### config.mk
export PLATFORM = sky130hd
export DESIGN_NAME = dcache_req_decode
export DESIGN_NICKNAME = d
export VERILOG_FILES = /design/src/common/dcache_pkg.sv /design/src/dcache_ctrl/dcache_req_decode.sv
export VERILOG_INCLUDE_DIRS = /design/src /design/src/common
export SDC_FILE = /design/constraint.sdc
export NUM_CORES = 1
export LEC_CHECK = 0
export BUFFER_PORTS_ARGS = -buffer_cell sky130_fd_sc_hd__buf_2
export CAP_MARGIN = 20
export CORE_AREA = 2 2 39 41
export DETAILED_ROUTE_END_ITERATION = 7
export DIE_AREA = 0 0 41 43
export PLACE_DENSITY = 0.8
export SYNTH_ARGS = -nofsm -noshare
export SYNTH_HDL_FRONTEND = slang
export SYNTH_SLANG_ARGS = --single-unit
export TNS_END_PERCENT = 1
### constraint.sdc
create_clock -name vclk -period 1.45
set_input_delay 0.2175 -clock vclk [all_inputs]
set_output_delay 0.2175 -clock vclk [all_outputs]
set_load 0.03 [all_outputs]
### src/common/dcache_params.svh
`ifndef DCACHE_PARAMS_SVH
`define DCACHE_PARAMS_SVH

// cache geometry

`define DC_ADDR_W 32  // cpu and memory address bits

`define DC_WORD_W 32  // one data word

`define DC_OFF_W 6  // 64 byte line

`define DC_IDX_W 7  // 128 lines

`define DC_TAG_W 19  // addr minus index and offset

// burst shape

`define DC_BEATS 16  // words per line, one beat each

// address map

`define DC_UNC_HI 4'hA  // top nibble of uncached space

`endif

### src/common/dcache_pkg.sv
`include "dcache_params.svh"

package dcache_pkg;

  typedef struct packed {
    logic [`DC_TAG_W-1:0] tag;
    logic [`DC_IDX_W-1:0] idx;
    logic [`DC_OFF_W-1:0] off;
  } dc_addr_s;

  // flat word for the bus, split view for the arrays
  typedef union packed {
    logic [`DC_ADDR_W-1:0] word;
    dc_addr_s              f;
  } dc_addr_u;

  typedef struct packed {
    logic                  valid;
    logic                  write;
    logic [3:0]            mask;
    logic [3:0]            size;
    dc_addr_u              addr;
    logic [`DC_WORD_W-1:0] wdata;
  } dc_req_s;

  typedef struct packed {
    logic                  valid;
    logic [`DC_ADDR_W-1:0] addr;
    logic [3:0]            size;
    logic [7:0]            len;  // beats minus one
  } dc_rd_req_s;

  typedef struct packed {
    logic                  valid;
    logic [`DC_ADDR_W-1:0] addr;
    logic [3:0]            mask;
    logic [3:0]            size;
    logic [7:0]            len;
    logic [`DC_WORD_W-1:0] data;
  } dc_wr_req_s;

  typedef enum logic [2:0] {
    ST_IDLE,
    ST_REFILL,
    ST_WRITEBACK,
    ST_UNC_READ,
    ST_UNC_WRITE
  } dc_state_e;

  typedef enum logic [2:0] {
    KIND_NONE,
    KIND_READ_HIT,
    KIND_WRITE_HIT,
    KIND_MISS_CLEAN,
    KIND_MISS_DIRTY,
    KIND_UNC_READ,
    KIND_UNC_WRITE
  } dc_kind_e;

  // what the data array does this cycle
  typedef enum logic [1:0] {
    MODE_WRHIT,
    MODE_REFILL,
    MODE_WBACK
  } dc_mode_e;

endpackage

### src/dcache_ctrl/dcache_req_decode.sv
`include "dcache_params.svh"

module dcache_req_decode (
  input  dcache_pkg::dc_req_s  req_i,
  input  logic                 hit_i,
  input  logic                 dirty_i,
  input  logic                 busy_i,
  output dcache_pkg::dc_kind_e kind_o
);
  import dcache_pkg::*;

  logic uncached;

  assign uncached = (req_i.addr.word[`DC_ADDR_W-1 -: 4] == `DC_UNC_HI);

  // busy also covers the tag write after a refill, when the old miss still shows
  always_comb begin
    kind_o = KIND_NONE;
    if (req_i.valid && !busy_i) begin
      if (uncached) begin
        if (req_i.write) begin
          kind_o = KIND_UNC_WRITE;
        end else begin
          kind_o = KIND_UNC_READ;
        end
      end else if (hit_i) begin
        if (req_i.write) begin
          kind_o = KIND_WRITE_HIT;
        end else begin
          kind_o = KIND_READ_HIT;
        end
      end else if (dirty_i) begin
        kind_o = KIND_MISS_DIRTY;  // victim goes out first
      end else begin
        kind_o = KIND_MISS_CLEAN;
      end
    end
  end

endmodule

After elaboration in Yosys (flattened, before gate mapping) --
Cells that the tools add are included.
Storage, ports and cells: output and inout bits 3, logic and storage cells 9, register bits after elaboration 0
Operators by class: equal/unequal tests 1, reduce and logical (&&, ||, !) cells 2, muxes and demuxes 6
Operators by type and width (count):
- 2-to-1 mux 3 bit | 4
- == test 4 bit (second input constant) | 1
- 2-to-1 mux 2 bit | 2
- logical AND 1 bit | 1
- zero test 1 bit | 1

Logic depth before layout (Yosys ltp) --
Gate-level depths: netlist (run 1).
depth in word-level cells 4, gate-level depth with buffers 3

Worst setup path before layout (run 1) --
Ideal clock, no wire load.
path type in2out, from input port req_i[62] (netlist bit), to output port kind_o[0], required time 1.233 ns, cell stages on the path 3, path slack 0.127 ns, arrival time 1.106 ns, path through and4bb_4 -> o21a_1 -> a211oi_2
On the way: word-level cells in the longest chain between the ends 3
RTL lines:
- start: declaration | RTL line dcache_req_decode.sv:4 | input dcache_pkg::dc_req_s req_i,
- == test 4 bit (no source line)
- 2-to-1 mux 3 bit | RTL line dcache_req_decode.sv:20 | if (uncached) begin
- 2-to-1 mux 3 bit | RTL line dcache_req_decode.sv:19 | if (req_i.valid && !busy_i) begin
- end: declaration | RTL line dcache_req_decode.sv:8 | output dcache_pkg::dc_kind_e kind_o
Every way passes these cells.

Worst setup path after layout (run 1) --
Ends and elaborated chain as after synthesis.

==> results of run 1 <==
==> area by class of cell <==
class | count | area [um^2] | share of cell area (%)
repair buffers | 12 | 60.1 | 39.0
multi-input cells | 9 | 70.1 | 45.5
inverters | 1 | 3.75 | 2.44
well taps | 16 | 20.0 | 13.0
==> through the flow <==
stage          utilization [%]  setup slack, ns
2_1_floorplan                -            0.127
3_3_place_gp              11.1            0.121
3_5_place_dp              11.1           0.0882
4_1_cts                   11.1           0.0832
5_1_grt                   11.1           0.0334
6_report                  11.1           0.0882
==> kinds of logic (layout without fill, tap and decap cells) <==
family	Yosys count	count (layout)
buffers and inverters	1	13
AND/OR/NAND/NOR	5	5
AO/OA/AOI/OAI	4	4
==> worst max-delay path, stage by stage <==
cell      delay (ns)
buf_2           0.09
and4bb_4        0.34
nor2_1          0.05
a211oi_2        0.21
buf_2           0.23
==> power breakdown <==
group	switching (mW)	total, mW	internal (mW)
clock network	0	0	0
logic	0.0197	0.0385	0.0188
registers	0	0	0
total	0.0197	0.0385	0.0188
==> synth_stat cells, drive strengths merged <==
cell,n,area share (%)
nor2,2,10
a211oi,1,17
a21oi,1,6.8
and4bb,1,22
inv,1,5.1
nand2b,1,8.5
nor3,1,6.8
o21a,1,10
o21ba,1,14
==> metal layers <==
layer	up-vias	track usage, %	part of all wire, %
met1	46	5.70	56
met3	0	1.05	24
met2	12	3.13	20
li1	62	-	-
met4	0	0	0
met5	-	0	0
==> final timing paths <==
path              slack, ns  cells past startpoint         to       from
setup / recovery       0.09                      5  kind_o[0]  req_i[62]
hold / removal         0.77                      3  kind_o[0]    dirty_i
==> flow_summary.yaml, run 1 <==
synthesis:
  synth-adder-area-share_pct: 0
  synth_xor_area_share_pct: 0
  synth_compound_area_share_pct: 47.5
  yosys_warnings: 0
  yosys.area_share.simple_pct: 47.5
  avgSynthCellArea_um2: 7.38
  synth_top_family_by_area: "compound AO/OA/AOI/OAI gates"
  ys_types: 9
  synth_mux_area_share_pct: 0
  synth-seq-area-share_pct: 0
  syn_nets: 87
  syn_inst: 10
  synth_area_um2: 73.8
clock_network:
  post_cts_buffers: 0
  ctsHoldBuffers: 0
  ctsResizeCount: 0
drt:
  num_vias: 120
  drtAntennaViolNets: 0
  routed_wl_um: 282
  viasPerCell: 3.16
  dr.pass1.iters: 2
  drc: 0
  wire_per_inst_um: 7.42
  first_iter_violations: 6
setup_path:
  cp_max_fo: 4
  crit_path_start_kind: "input port"
  worstSetupPathType: "input port to primary output"
  crit_path_end_kind: "primary output"
  worstPathArrival_ns: 1.14
  cp.required_ns: 1.23
finish:
  final_common_cell: "buf_2"
  register_area_um2: 0
  fill_cells: 161
  seq_cells: 0
  layout_common_cells: "buf_2, nor2_1"
  nets: 101
  antenna_cells: 0
  fin_cells: 38
  fin_area_um2: 154
  area_delta_synth_final_pct: 108
  drive_above_1_share_pct: 68.2
  clkbuf_count: 0
floorplanning:
  core.rowCount: 14
  ios: 80
  fp.dieW_um: 41
  coreArea_um2: 1380
  initial_core_util_pct: 5.33
  die_y_um: 43
  dieArea_um2: 1760
sta:
  fin_crit_sh_pct: 93.9
  max_clock_freq_ghz: 0.734
  period_needed_ns: 1.36
  holdWs_ns: 0.775
  hold_viol: 0
  final_max_slew_viol_count: 0
  max_slew.worst_pin.slew_ns: 0.162
  setup_viol: 0
  tns_ns: 0
  rsz0062_at_grt: "false"
  slew_headroom_pct: 89.1
global_routing:
  antenna_found_initial: 0
  grt_pass1_vias: 91
  track_usage_pct: 3.00
  grt_max_degree: 5
  grt_first_pass_wirelength_um: 393
  overflow: 0
placed_design:
  port_buffers: 12
  dpl.cell_count: 38
  placed_area_um2: 154
  place_congestion: 0.511
  dp_hpwl_um: 252
min_path:
  min_path_type: "input port to primary output"
status:
  status: "completed"
pwr:
  p_per_area_nw_per_um2: 250
  peakVddDrop_mv: 0.0894
  p_leak_nw: 0.0761
  power_mw: 0.0385
job:
  maxCapViolCount: 0
Power figures use the tool's default switching activity.
==> run 2: changes to the inputs <==
--- a/config.mk
+++ b/config.mk
@@ -6,12 +6,13 @@
 export SDC_FILE = /design/constraint.sdc
 export NUM_CORES = 1
 export LEC_CHECK = 0
+export ABC_AREA = 1
 export BUFFER_PORTS_ARGS = -buffer_cell sky130_fd_sc_hd__buf_2
 export CAP_MARGIN = 20
 export CORE_AREA = 2 2 39 41
 export DETAILED_ROUTE_END_ITERATION = 7
 export DIE_AREA = 0 0 41 43
-export PLACE_DENSITY = 0.8
+export PLACE_DENSITY = 0.83
 export SYNTH_ARGS = -nofsm -noshare
 export SYNTH_HDL_FRONTEND = slang
 export SYNTH_SLANG_ARGS = --single-unit
==> flow_summary.yaml, run 2 <==
finish:
  clkbuf_count: 0
  area_delta_synth_final_pct: 68.8
  final_common_cell: "buf_2"
  antenna_cells: 0
  fill_cells: 167
  seq_cells: 0
  drive_above_1_share_pct: 55.6
  layout_common_cells: "buf_2, nand2_1, inv_1, inv_2"
  register_area_um2: 0
  fin_area_um2: 196
  multiInputGateArea_um2: 93.8
  nets: 115
  fin_cells: 52
setup_path:
  worstSetupPathType: "input port to primary output"
  path_cells: "buf_2 -> nor2_4 -> nand2_2 -> nand2_1 -> nand2_1 -> nor2_2 -> buf_2"
  cpPeakStageDelay_ns: 0.19
  cp_num_buf_inv: 2
  cp.depth: 7
  critPathTopFamily: "simple AND/OR/NAND/NOR gates"
  crit_path_start_kind: "input port"
  slowest_stage: "buf_2"
  worstPathArrival_ns: 0.88
  cp.required_ns: 1.23
  crit_path_end_kind: "primary output"
  cp_max_fo: 3
synthesis:
  synth_xor_area_share_pct: 0
  synth-adder-area-share_pct: 0
  synth_top_family_by_area: "simple AND/OR/NAND/NOR gates"
  ys_types: 10
  avgSynthCellArea_um2: 4.85
  synth.area.top_cells: "nand2_1, nor2_2, inv_1"
  synth_top_area_share_pct: 29.0
  syn_inst: 24
  synth_top_cell_by_area: "nand2_1"
  synth-seq-area-share_pct: 0
  synth_area_um2: 116
  yosys.area_share.simple_pct: 76.3
  synth_compound_area_share_pct: 4.30
  synth_commonest_cells: "nand2_1, inv_1, inv_2"
  yosysMostFrequentCell: "nand2_1"
  syn_nets: 101
  yosys_warnings: 0
  synth_mux_area_share_pct: 0
drt:
  wl_met3_um: 53
  num_vias: 169
  dr.pass1.iters: 2
  drc: 0
  wl_met1_um: 121
  met2_length_um: 129
  routed_wl_um: 304
  wire_per_inst_um: 5.85
  first_iter_violations: 2
  viasPerCell: 3.25
  drtAntennaViolNets: 0
  top_layer: "met3"
pwr:
  p_int_mw: 0.0210
  switching_share_pct: 59.7
  combPwrFrac_pct: 100.0
  p_per_area_nw_per_um2: 265
  peakVddDrop_mv: 0.0329
  switching_power_mw: 0.0310
  p_seq_share_pct: 0
  p_leak_nw: 0.127
  p_clk_share_pct: 0
sta:
  max_slew.worst_pin.slew_ns: 0.154
  fin_crit_sh_pct: 75.6
  slew_headroom_pct: 89.8
  period_needed_ns: 1.10
  tns_ns: 0
  final_max_slew_viol_count: 0
  holdWs_ns: 0.823
  max_clock_freq_ghz: 0.912
  rsz0062_at_grt: "false"
  setup_viol: 0
  hold_viol: 0
clock_network:
  post_cts_buffers: 0
  ctsResizeCount: 0
  ctsHoldBuffers: 0
global_routing:
  grt_max_degree: 4
  grt_first_pass_wirelength_um: 531
  overflow: 0
  antenna_found_initial: 0
  track_usage_pct: 4.00
  grt_pass1_vias: 156
floorplanning:
  ios: 80
  core.rowCount: 14
  coreArea_um2: 1380
  dieArea_um2: 1760
  initial_core_util_pct: 8.41
  die_y_um: 43
  fp.dieW_um: 41
min_path:
  min_path_type: "input port to primary output"
  holdPathStages: 5
job:
  maxCapViolCount: 0
placed_design:
  port_buffers: 12
  dpl.cell_count: 52
  dp_hpwl_um: 284
  place_congestion: 0.501
  placed_area_um2: 196
status:
  status: "completed"
run 2: stage by stage:
stage                     power, mW  setup slack, ns  utilization, %
after detailed placement     0.0524            0.347            14.2
after floorplan              0.0310            0.336               -
after CTS                    0.0526            0.346            14.2
after global placement       0.0511            0.353            14.2
final                        0.0520            0.354            14.2
after global routing         0.0596            0.274            14.2
run 2: kinds of logic after synthesis:
family                 Yosys count
buffers and inverters            6
and+or+nand+nor                 17
AOI/OAI and AO/OA                1
run 2: layer usage:
| metal | vias up | track usage, % |
|---|---|---|
| met5 | - | 0 |
| met4 | 0 | 0 |
| met3 | 0 | 1.05 |
| met2 | 9 | 6.88 |
| met1 | 67 | 5.06 |
| li1 | 93 | - |
run 2: path summary, 6_finish.rpt:
kind                       from   endpoint  slack (ns)
worst max-delay path  req_i[60]  kind_o[0]        0.35
worst min-delay path     busy_i  kind_o[1]        0.82
run 2: tightest hold or removal path, delay by kind of cell:
family / cells / cell delay (ns)
buffers and inverters: 2 / 0.24
and+or+nand+nor: 3 / 0.15
run 2: power by group through the flow:
stage	sequential, mW	clock, mW	combinational [mW]
4_1_cts	0	0	0.0526
2_1_floorplan	0	0	0.0310
5_1_grt	0	0	0.0596
3_3_place_gp	0	0	0.0511
6_report	0	0	0.0520
3_5_place_dp	0	0	0.0524
run 2: final cells by class:
class | count | area share (%)
inverter | 6 | 11.5
timing repair buffer | 12 | 30.6
multi-input combinational | 18 | 47.8
tap | 16 | 10.2
