$ cat config.mk
export PLATFORM = sky130hd
export DESIGN_NAME = dcache_ctrl_fsm
export DESIGN_NICKNAME = d
export VERILOG_FILES = /design/src/common/dcache_pkg.sv /design/src/dcache_ctrl/dcache_ctrl_fsm.sv
export VERILOG_INCLUDE_DIRS = /design/src /design/src/common
export SDC_FILE = /design/constraint.sdc
export NUM_CORES = 1
export LEC_CHECK = 0
export ABC_CLOCK_PERIOD_IN_PS = 4000
export BUFFER_PORTS_ARGS = -buffer_cell sky130_fd_sc_hd__buf_4
export CAP_MARGIN = 20
export CORE_AREA = 2 2 154 156
export DETAILED_ROUTE_END_ITERATION = 8
export DIE_AREA = 0 0 156 158
export SLEW_MARGIN = 20
export SYNTH_ARGS = -nofsm -noshare
export SYNTH_HDL_FRONTEND = slang
export SYNTH_SLANG_ARGS = --single-unit
$ cat constraint.sdc
create_clock -name clk -period 4 [get_ports clk]
set_input_delay 0.8 -clock clk [delete_from_list [all_inputs] [get_ports clk]]
set_output_delay 0.8 -clock clk [all_outputs]
set_load 0.02 [all_outputs]
$ cat src/common/dcache_params.svh
`ifndef DCACHE_PARAMS_SVH
`define DCACHE_PARAMS_SVH

// cache geometry

`define DC_ADDR_W 32  // cpu and memory address bits

`define DC_WORD_W 32  // one data word

`define DC_OFF_W 6  // 64 byte line

`define DC_IDX_W 7  // 128 lines

`define DC_TAG_W 19  // addr minus index and offset

// burst shape

`define DC_BEATS 16  // words per line, one beat each

// address map

`define DC_UNC_HI 4'hA  // top nibble of uncached space

`endif

$ cat src/common/dcache_pkg.sv
`include "dcache_params.svh"

package dcache_pkg;

  typedef struct packed {
    logic [`DC_TAG_W-1:0] tag;
    logic [`DC_IDX_W-1:0] idx;
    logic [`DC_OFF_W-1:0] off;
  } dc_addr_s;

  // flat word for the bus, split view for the arrays
  typedef union packed {
    logic [`DC_ADDR_W-1:0] word;
    dc_addr_s              f;
  } dc_addr_u;

  typedef struct packed {
    logic                  valid;
    logic                  write;
    logic [3:0]            mask;
    logic [3:0]            size;
    dc_addr_u              addr;
    logic [`DC_WORD_W-1:0] wdata;
  } dc_req_s;

  typedef struct packed {
    logic                  valid;
    logic [`DC_ADDR_W-1:0] addr;
    logic [3:0]            size;
    logic [7:0]            len;  // beats minus one
  } dc_rd_req_s;

  typedef struct packed {
    logic                  valid;
    logic [`DC_ADDR_W-1:0] addr;
    logic [3:0]            mask;
    logic [3:0]            size;
    logic [7:0]            len;
    logic [`DC_WORD_W-1:0] data;
  } dc_wr_req_s;

  typedef enum logic [2:0] {
    ST_IDLE,
    ST_REFILL,
    ST_WRITEBACK,
    ST_UNC_READ,
    ST_UNC_WRITE
  } dc_state_e;

  typedef enum logic [2:0] {
    KIND_NONE,
    KIND_READ_HIT,
    KIND_WRITE_HIT,
    KIND_MISS_CLEAN,
    KIND_MISS_DIRTY,
    KIND_UNC_READ,
    KIND_UNC_WRITE
  } dc_kind_e;

  // what the data array does this cycle
  typedef enum logic [1:0] {
    MODE_WRHIT,
    MODE_REFILL,
    MODE_WBACK
  } dc_mode_e;

endpackage

$ cat src/dcache_ctrl/dcache_ctrl_fsm.sv
`include "dcache_params.svh"

module dcache_ctrl_fsm (
  input  logic                   clk,
  input  logic                   rst,
  input  dcache_pkg::dc_req_s    req_i,
  input  dcache_pkg::dc_kind_e   kind_i,
  input  logic [`DC_TAG_W-1:0]   victim_tag_i,
  output logic                   busy_o,
  output logic                   tag_we_o,
  output logic                   dirty_we_o,
  output logic                   data_we_o,
  output dcache_pkg::dc_mode_e   data_mode_o,
  output logic [3:0]             beat_o,
  output logic [`DC_WORD_W-1:0]  data_wdata_o,
  input  logic [`DC_WORD_W-1:0]  wb_word_i,
  input  logic [`DC_WORD_W-1:0]  rd_word_i,
  output logic [`DC_WORD_W-1:0]  rdata_o,
  output logic                   ready_o,
  output dcache_pkg::dc_rd_req_s mem_rd_o,
  input  logic                   mem_rready_i,
  input  logic [`DC_WORD_W-1:0]  mem_rdata_i,
  output dcache_pkg::dc_wr_req_s mem_wr_o,
  input  logic                   mem_wready_i
);
  import dcache_pkg::*;

  localparam logic [3:0] LAST_BEAT = 4'(`DC_BEATS - 1);
  localparam logic [7:0] LINE_LEN  = 8'(`DC_BEATS - 1);
  localparam logic [3:0] LINE_SIZE = 4'b0100;  // 32 bit beats

  dc_state_e             state_q;
  logic [3:0]            beat_q;
  logic                  ready_q;
  logic                  tag_we_q;
  logic                  dirty_q;
  logic                  unc_q;
  logic [`DC_WORD_W-1:0] unc_rdata_q;
  logic                  rd_hs;
  logic                  wr_hs;
  dc_addr_u              line_addr;
  dc_addr_u              victim_addr;

  always_comb begin
    line_addr       = req_i.addr;
    line_addr.f.off = '0;
    victim_addr       = line_addr;
    victim_addr.f.tag = victim_tag_i;  // same index, old tag
  end

  // commands follow the state register, so they hold under stalls
  always_comb begin
    mem_rd_o = '0;
    mem_wr_o = '0;
    unique case (state_q)
      ST_REFILL: begin
        mem_rd_o.valid = 1'b1;
        mem_rd_o.addr  = line_addr.word;
        mem_rd_o.size  = LINE_SIZE;
        mem_rd_o.len   = LINE_LEN;
      end
      ST_WRITEBACK: begin
        mem_wr_o.valid = 1'b1;
        mem_wr_o.addr  = victim_addr.word;
        mem_wr_o.mask  = 4'hf;
        mem_wr_o.size  = LINE_SIZE;
        mem_wr_o.len   = LINE_LEN;
        mem_wr_o.data  = wb_word_i;  // word at beat_q
      end
      ST_UNC_READ: begin
        mem_rd_o.valid = 1'b1;
        mem_rd_o.addr  = req_i.addr.word;
        mem_rd_o.size  = req_i.size;
      end
      ST_UNC_WRITE: begin
        mem_wr_o.valid = 1'b1;
        mem_wr_o.addr  = req_i.addr.word;
        mem_wr_o.mask  = req_i.mask;
        mem_wr_o.size  = req_i.size;
        mem_wr_o.data  = req_i.wdata;
      end
      default: ;
    endcase
  end

  assign rd_hs = mem_rd_o.valid & mem_rready_i;
  assign wr_hs = mem_wr_o.valid & mem_wready_i;

  always_ff @(posedge clk or posedge rst) begin
    if (rst) begin
      state_q  <= ST_IDLE;
      beat_q   <= '0;
      ready_q  <= 1'b0;
      tag_we_q <= 1'b0;
      dirty_q  <= 1'b0;
      unc_q    <= 1'b0;
    end else begin
      ready_q  <= 1'b0;
      tag_we_q <= 1'b0;
      unique case (state_q)
        ST_IDLE: begin
          beat_q <= '0;
          unique case (kind_i)
            KIND_READ_HIT: begin
              ready_q <= 1'b1;
              unc_q   <= 1'b0;
            end
            KIND_WRITE_HIT: begin
              ready_q  <= 1'b1;
              tag_we_q <= 1'b1;
              dirty_q  <= 1'b1;
            end
            KIND_MISS_CLEAN: state_q <= ST_REFILL;
            KIND_MISS_DIRTY: state_q <= ST_WRITEBACK;
            KIND_UNC_READ:   state_q <= ST_UNC_READ;
            KIND_UNC_WRITE:  state_q <= ST_UNC_WRITE;
            default: ;
          endcase
        end
        ST_REFILL: begin
          if (rd_hs) begin
            beat_q <= beat_q + 4'd1;
            if (beat_q == LAST_BEAT) begin
              tag_we_q <= 1'b1;  // line now valid and clean
              dirty_q  <= 1'b0;
              state_q  <= ST_IDLE;
            end
          end
        end
        ST_WRITEBACK: begin
          if (wr_hs) begin
            beat_q <= beat_q + 4'd1;  // wraps to 0 for the refill
            if (beat_q == LAST_BEAT) begin
              state_q <= ST_REFILL;
            end
          end
        end
        ST_UNC_READ: begin
          if (rd_hs) begin
            ready_q <= 1'b1;
            unc_q   <= 1'b1;
            state_q <= ST_IDLE;
          end
        end
        ST_UNC_WRITE: begin
          if (wr_hs) begin
            ready_q <= 1'b1;
            state_q <= ST_IDLE;
          end
        end
        default: state_q <= ST_IDLE;
      endcase
    end
  end

  always_ff @(posedge clk) begin
    if (state_q == ST_UNC_READ && rd_hs) begin
      unc_rdata_q <= mem_rdata_i;
    end
  end

  always_comb begin
    data_mode_o = MODE_WRHIT;
    if (state_q == ST_REFILL) begin
      data_mode_o = MODE_REFILL;
    end else if (state_q == ST_WRITEBACK) begin
      data_mode_o = MODE_WBACK;
    end
  end

  assign data_we_o    = (kind_i == KIND_WRITE_HIT) | (state_q == ST_REFILL && rd_hs);
  assign data_wdata_o = (state_q == ST_REFILL) ? mem_rdata_i : req_i.wdata;
  assign beat_o       = beat_q;
  assign tag_we_o     = tag_we_q;
  assign dirty_we_o   = dirty_q;

  // held request must not be decoded again while ready is up
  assign busy_o  = (state_q != ST_IDLE) | tag_we_q | ready_q;
  assign ready_o = ready_q;
  assign rdata_o = unc_q ? unc_rdata_q : rd_word_i;

endmodule

# Word-level counts from Yosys, hierarchy flattened
# Index checks and enable logic that the tools add are counted.
dict set report totals {
  ff_bits 43
  input_bits 196
  output_inout_bits 201
  wordCells 80
}
dict set report op_classes {
  addsub 1
  n_eq_ne 20
  mux 35
  bitwise_logic 5
  n_reduce_logical 12
}
# cell count
set op_table {}
lappend op_table {{$pmux 41 s2} 1}
lappend op_table {{$pmux 37 s2} 1}
lappend op_table {{$mux 32} 2}
lappend op_table {{$pmux 32 s2} 1}
lappend op_table {{$mux 3} 6}
lappend op_table {{$mux 4} 4}
lappend op_table {{$pmux 3 s5} 1}
lappend op_table {{$ne 2x2->1 const B} 7}
lappend op_table {{$eq 3x2->1 const B} 4}
lappend op_table {{$eq 3x3->1 const B} 4}
lappend op_table {{$pmux 3 s4} 1}
lappend op_table {{$pmux 4 s3} 1}
lappend op_table {{$mux 1} 11}
lappend op_table {{$reduce_and 7->1} 1}
lappend op_table {{$eq 3x1->1 const B} 2}
lappend op_table {{$pmux 1 s2} 3}
lappend op_table {{$reduce_and 3->1} 2}
lappend op_table {{$reduce_bool 3->1} 2}
lappend op_table {{$ne 5x1->1 const B} 1}
lappend op_table {{$add 4x1->4 const B} 1}
lappend op_table {{$eq 4x4->1 const B} 1}
lappend op_table {{$mux 2} 2}
lappend op_table {{$reduce_and 4->1} 1}
lappend op_table {{$reduce_bool 2->1} 2}
lappend op_table {{other kinds (7)} 11}

# Depth between registers and ports, before layout
dict set report logic_depth {
  depth_word 5
  depth_mapped 6
  ltp_nobuf 4
}

# Worst setup path after synthesis
# Ideal clock, no wire load.
dict set report synth_timing {
  path_kind {flip-flop to output port}
  startpoint {register state_q[1]}
  endpoint {output port mem_wr_o[33] in the netlist's numbering}
  arrival_time_ns 1.700
  required_time_ns 3.200
  path_slack_ns 1.500
  path_stages_with_launch 5
  path_buffers 3
  path_cell_list {dfrtp_1 buf_2 clkbuf_1 nor3b_1 buf_4}
}
# item line_no
set synth_lines {}
lappend synth_lines {{start: declaration} dcache_ctrl_fsm.sv:32} ;# dc_state_e state_q;
lappend synth_lines {{start signal: assignment} dcache_ctrl_fsm.sv:91} ;# state_q <= ST_IDLE;
lappend synth_lines {{start signal: assignment} dcache_ctrl_fsm.sv:113} ;# KIND_MISS_CLEAN: state_q <= ST_REFILL;
lappend synth_lines {{start signal: assignment} dcache_ctrl_fsm.sv:114} ;# KIND_MISS_DIRTY: state_q <= ST_WRITEBACK;
lappend synth_lines {{end: declaration} dcache_ctrl_fsm.sv:23} ;# output dcache_pkg::dc_wr_req_s mem_wr_o,

==> out/results.ini <==
[outcome]
outcome=completed

[clock_network]
cts_hold_buf=0
ctsRootBufferMaster=clkbuf_16
cts_made_buffers=5
clock_sinks=43
clk_pin_slew_ns=0.06
htree_levels=2
clk_path_buf_depth=2
clock_latency_ns=0.29
postCtsSetupBuffers=0
ctsResizeCount=0
cts_tree=done

[global_routing]
grt_max_degree=38
grt_pass1_wl_um=21400
gr-total-overflow=0
antenna_found_initial=1
grt.total_usage_pct=11.4
grt_pass1_vias=3790

[synthesis]
synthAdderAreaFrac_pct=0.363
synthMuxAreaShare_pct=21.5
seq_area_frac_synth_pct=35.8
syn_avg_cell_area_sq_um=10.6
synth_cell_types=45
synth.area.top_cells=edfxtp_1 (28%), mux2_2 (21%), a22o_1 (13%)
synthFlopType=edfxtp_1
synth_top_family_by_area=multiplexers
ys_top_cells_by_count=mux2_2 (64), a22o_1 (51), and2_1 (42)
synth_compound_area_share_pct=18.1
ys_warn_count=0
synth-seq-cells=43
netlist_instances=325
synth.most_common_cell=mux2_2
yosys.area.top_type=edfxtp_1
synthSimpleGateAreaFrac_pct=14.9
async_flop_share_pct=25.6
synth_area_sq_mm=0.00345
synth_top_area_share_pct=27.9
synth-xor-area-share_pct=0.508
synth_edf_count=32

[detailed_routing]
top_layer_used=met4
wire_per_inst_um=16.4
dr_wl_met2_um=8180
drtIter0Drc=130
detail-route-antenna-nets=0
vias=4035
routed_wl_um=16100
vias_per_cell=4.11
met3_length_um=1350
route.detailed.drc=0
met1Wirelength_um=6390
drt_first_pass_iters=4

[layout]
stdcell_count=981
seqCellArea_sq_mm=0.00124
syn_to_final_growth_pct=94.5
fillers=2462
num-nets-final=886
drive_above_1_share_pct=68.7
fin_area_sq_mm=0.00671
multi_input_area_sq_mm=0.00196

[die]
die_area_sq_mm=0.0246
initial_core_util_pct=15.0
fp.dieW_um=156
pin_count=397
chipHeight_um=158
row_count=56
core_sq_mm=0.0231

[timing]
tns_ns=0
hold_violations=0
period_needed_ns=3.35
worst_pin_slew_ns=0.898
max_freq_mhz=299
slew_viol_final=0
holdWs_ns=0.493
grt_setup_unrepaired=false
fin_crit_sh_pct=83.7
fin_skew_ns=0.00787
finalSetupViolCount=0
maxSlewHeadroom_pct=40.1

[power_and_ir_drop]
ir_drop_mv=0.137
fin_total_pwr_w=0.00238
power_density_mw_per_mm2=355
p_leak_nw=3.28

[setup_path]
worst_ep_arrival_time_ns=2.55
max_stage_delay_ns=0.93
cp.required_ns=3.20
path_cells=nor3b_4, buf_4, inv_1, a21boi_0, buf_4
cp-end-kind=primary output
cp-start-kind=register
critPathMaxFanout=37
crit_top_cell=buf_4
slowest_stage=dfrtp_1
crit_type=reg -> out
worstRegToRegCells=4

[placement]
dpl.hpwl_um=13400
place_inst=972
port_buffers=386
dpl_cell_area_sq_mm=0.00657
gp_routability_congestion=0.749

[flow_run]
maxCapViolations=0

[hold_path]
holdPathStages=1
holdCritPathClass=reg -> reg

cells in the final DEF, fill, tap and decap left out, drive strengths merged, types with 2 or more instances in the layout:
cell	instances
o21a	5
mux2i	2
edfxtp	32
mux2	64
clkbuf	6
nand2b	2
or3	3
and3	10
a22o	51
nor3	2
nor3b	4
nand2	3
buf	396
a21boi	2
o21ai	3
dfrtp	11
inv	10
nand3	6
conb	8
a21oi	2
o2bb2ai	2
nor2b	3
and2	42
nor2	3
stage by stage:
step | worst slack [ns] | utilization [%]
2_1_floorplan | 1.50 | -
3_3_place_gp | 0.931 | 28.5
3_5_place_dp | 0.926 | 28.5
4_1_cts | 0.600 | 29.1
5_1_grt | 0.444 | 29.1
6_report | 0.652 | 29.1
per-layer routing:
metal / up-vias / GRT usage (%)
li1: 1917 / -
met1: 1871 / 13.8
met2: 240 / 20.5
met3: 7 / 2.35
met4: 0 / 2.97
met5: - / 0
registers in the layout, indices dropped and copies added (netlist names):
register / count
beat_o: 4
dirty_we_o: 1
ready_o: 1
state_q: 3
tag_we_o: 1
unc_q: 1
unc_rdata_q: 32
cell families (layout without fill, tap and decap cells):
family | count (synthesis) | in the layout
AOI/OAI and AO/OA | 75 | 75
xor gates and xnor gates | 2 | 2
muxes | 66 | 66
buffers and inverters | 55 | 413
and+or+nand+nor | 82 | 82
adders and majority gates | 1 | 1
DFF | 43 | 43
other | 1 | 9
area by class of cell:
cell class,count,share of cell area [%]
antenna,1,0.0373
clock inverter,2,0.168
inverter,9,0.504
sequential,43,18.4
clock buffer,6,1.92
timing repair buffer,396,44.3
multi-input combinational,234,29.2
tap,290,5.41
final timing paths:
path | start | slack, ns | endpoint
max | state_q[1] | 0.65 | mem_wr_o[42]
min | dirty_we_o | 0.49 | dirty_we_o
max reg2reg | state_q[1] | 1.84 | state_q[0]
min reg2reg | dirty_we_o | 0.49 | dirty_we_o
max in group asynchronous | rst | 3.17 | beat_o[2]
min in group asynchronous | rst | 0.52 | tag_we_o
critical path, delay by kind of cell, from the launching register on:
family,cells,cell delay [ns]
flip-flops,1,0.93
buffers and inverters,3,0.75
AND/OR/NAND/NOR,1,0.31
AO/OA/AOI/OAI,1,0.25
report_power, final:
| group | internal [W] | leakage [nW] | switching [W] |
|---|---|---|---|
| Combinational | 0.000695 | 2.78 | 0.000719 |
| Clock | 0.000231 | 0.0712 | 0.000167 |
| Sequential | 0.000522 | 0.427 | 0.0000460 |
Power figures use the tool's default switching activity.
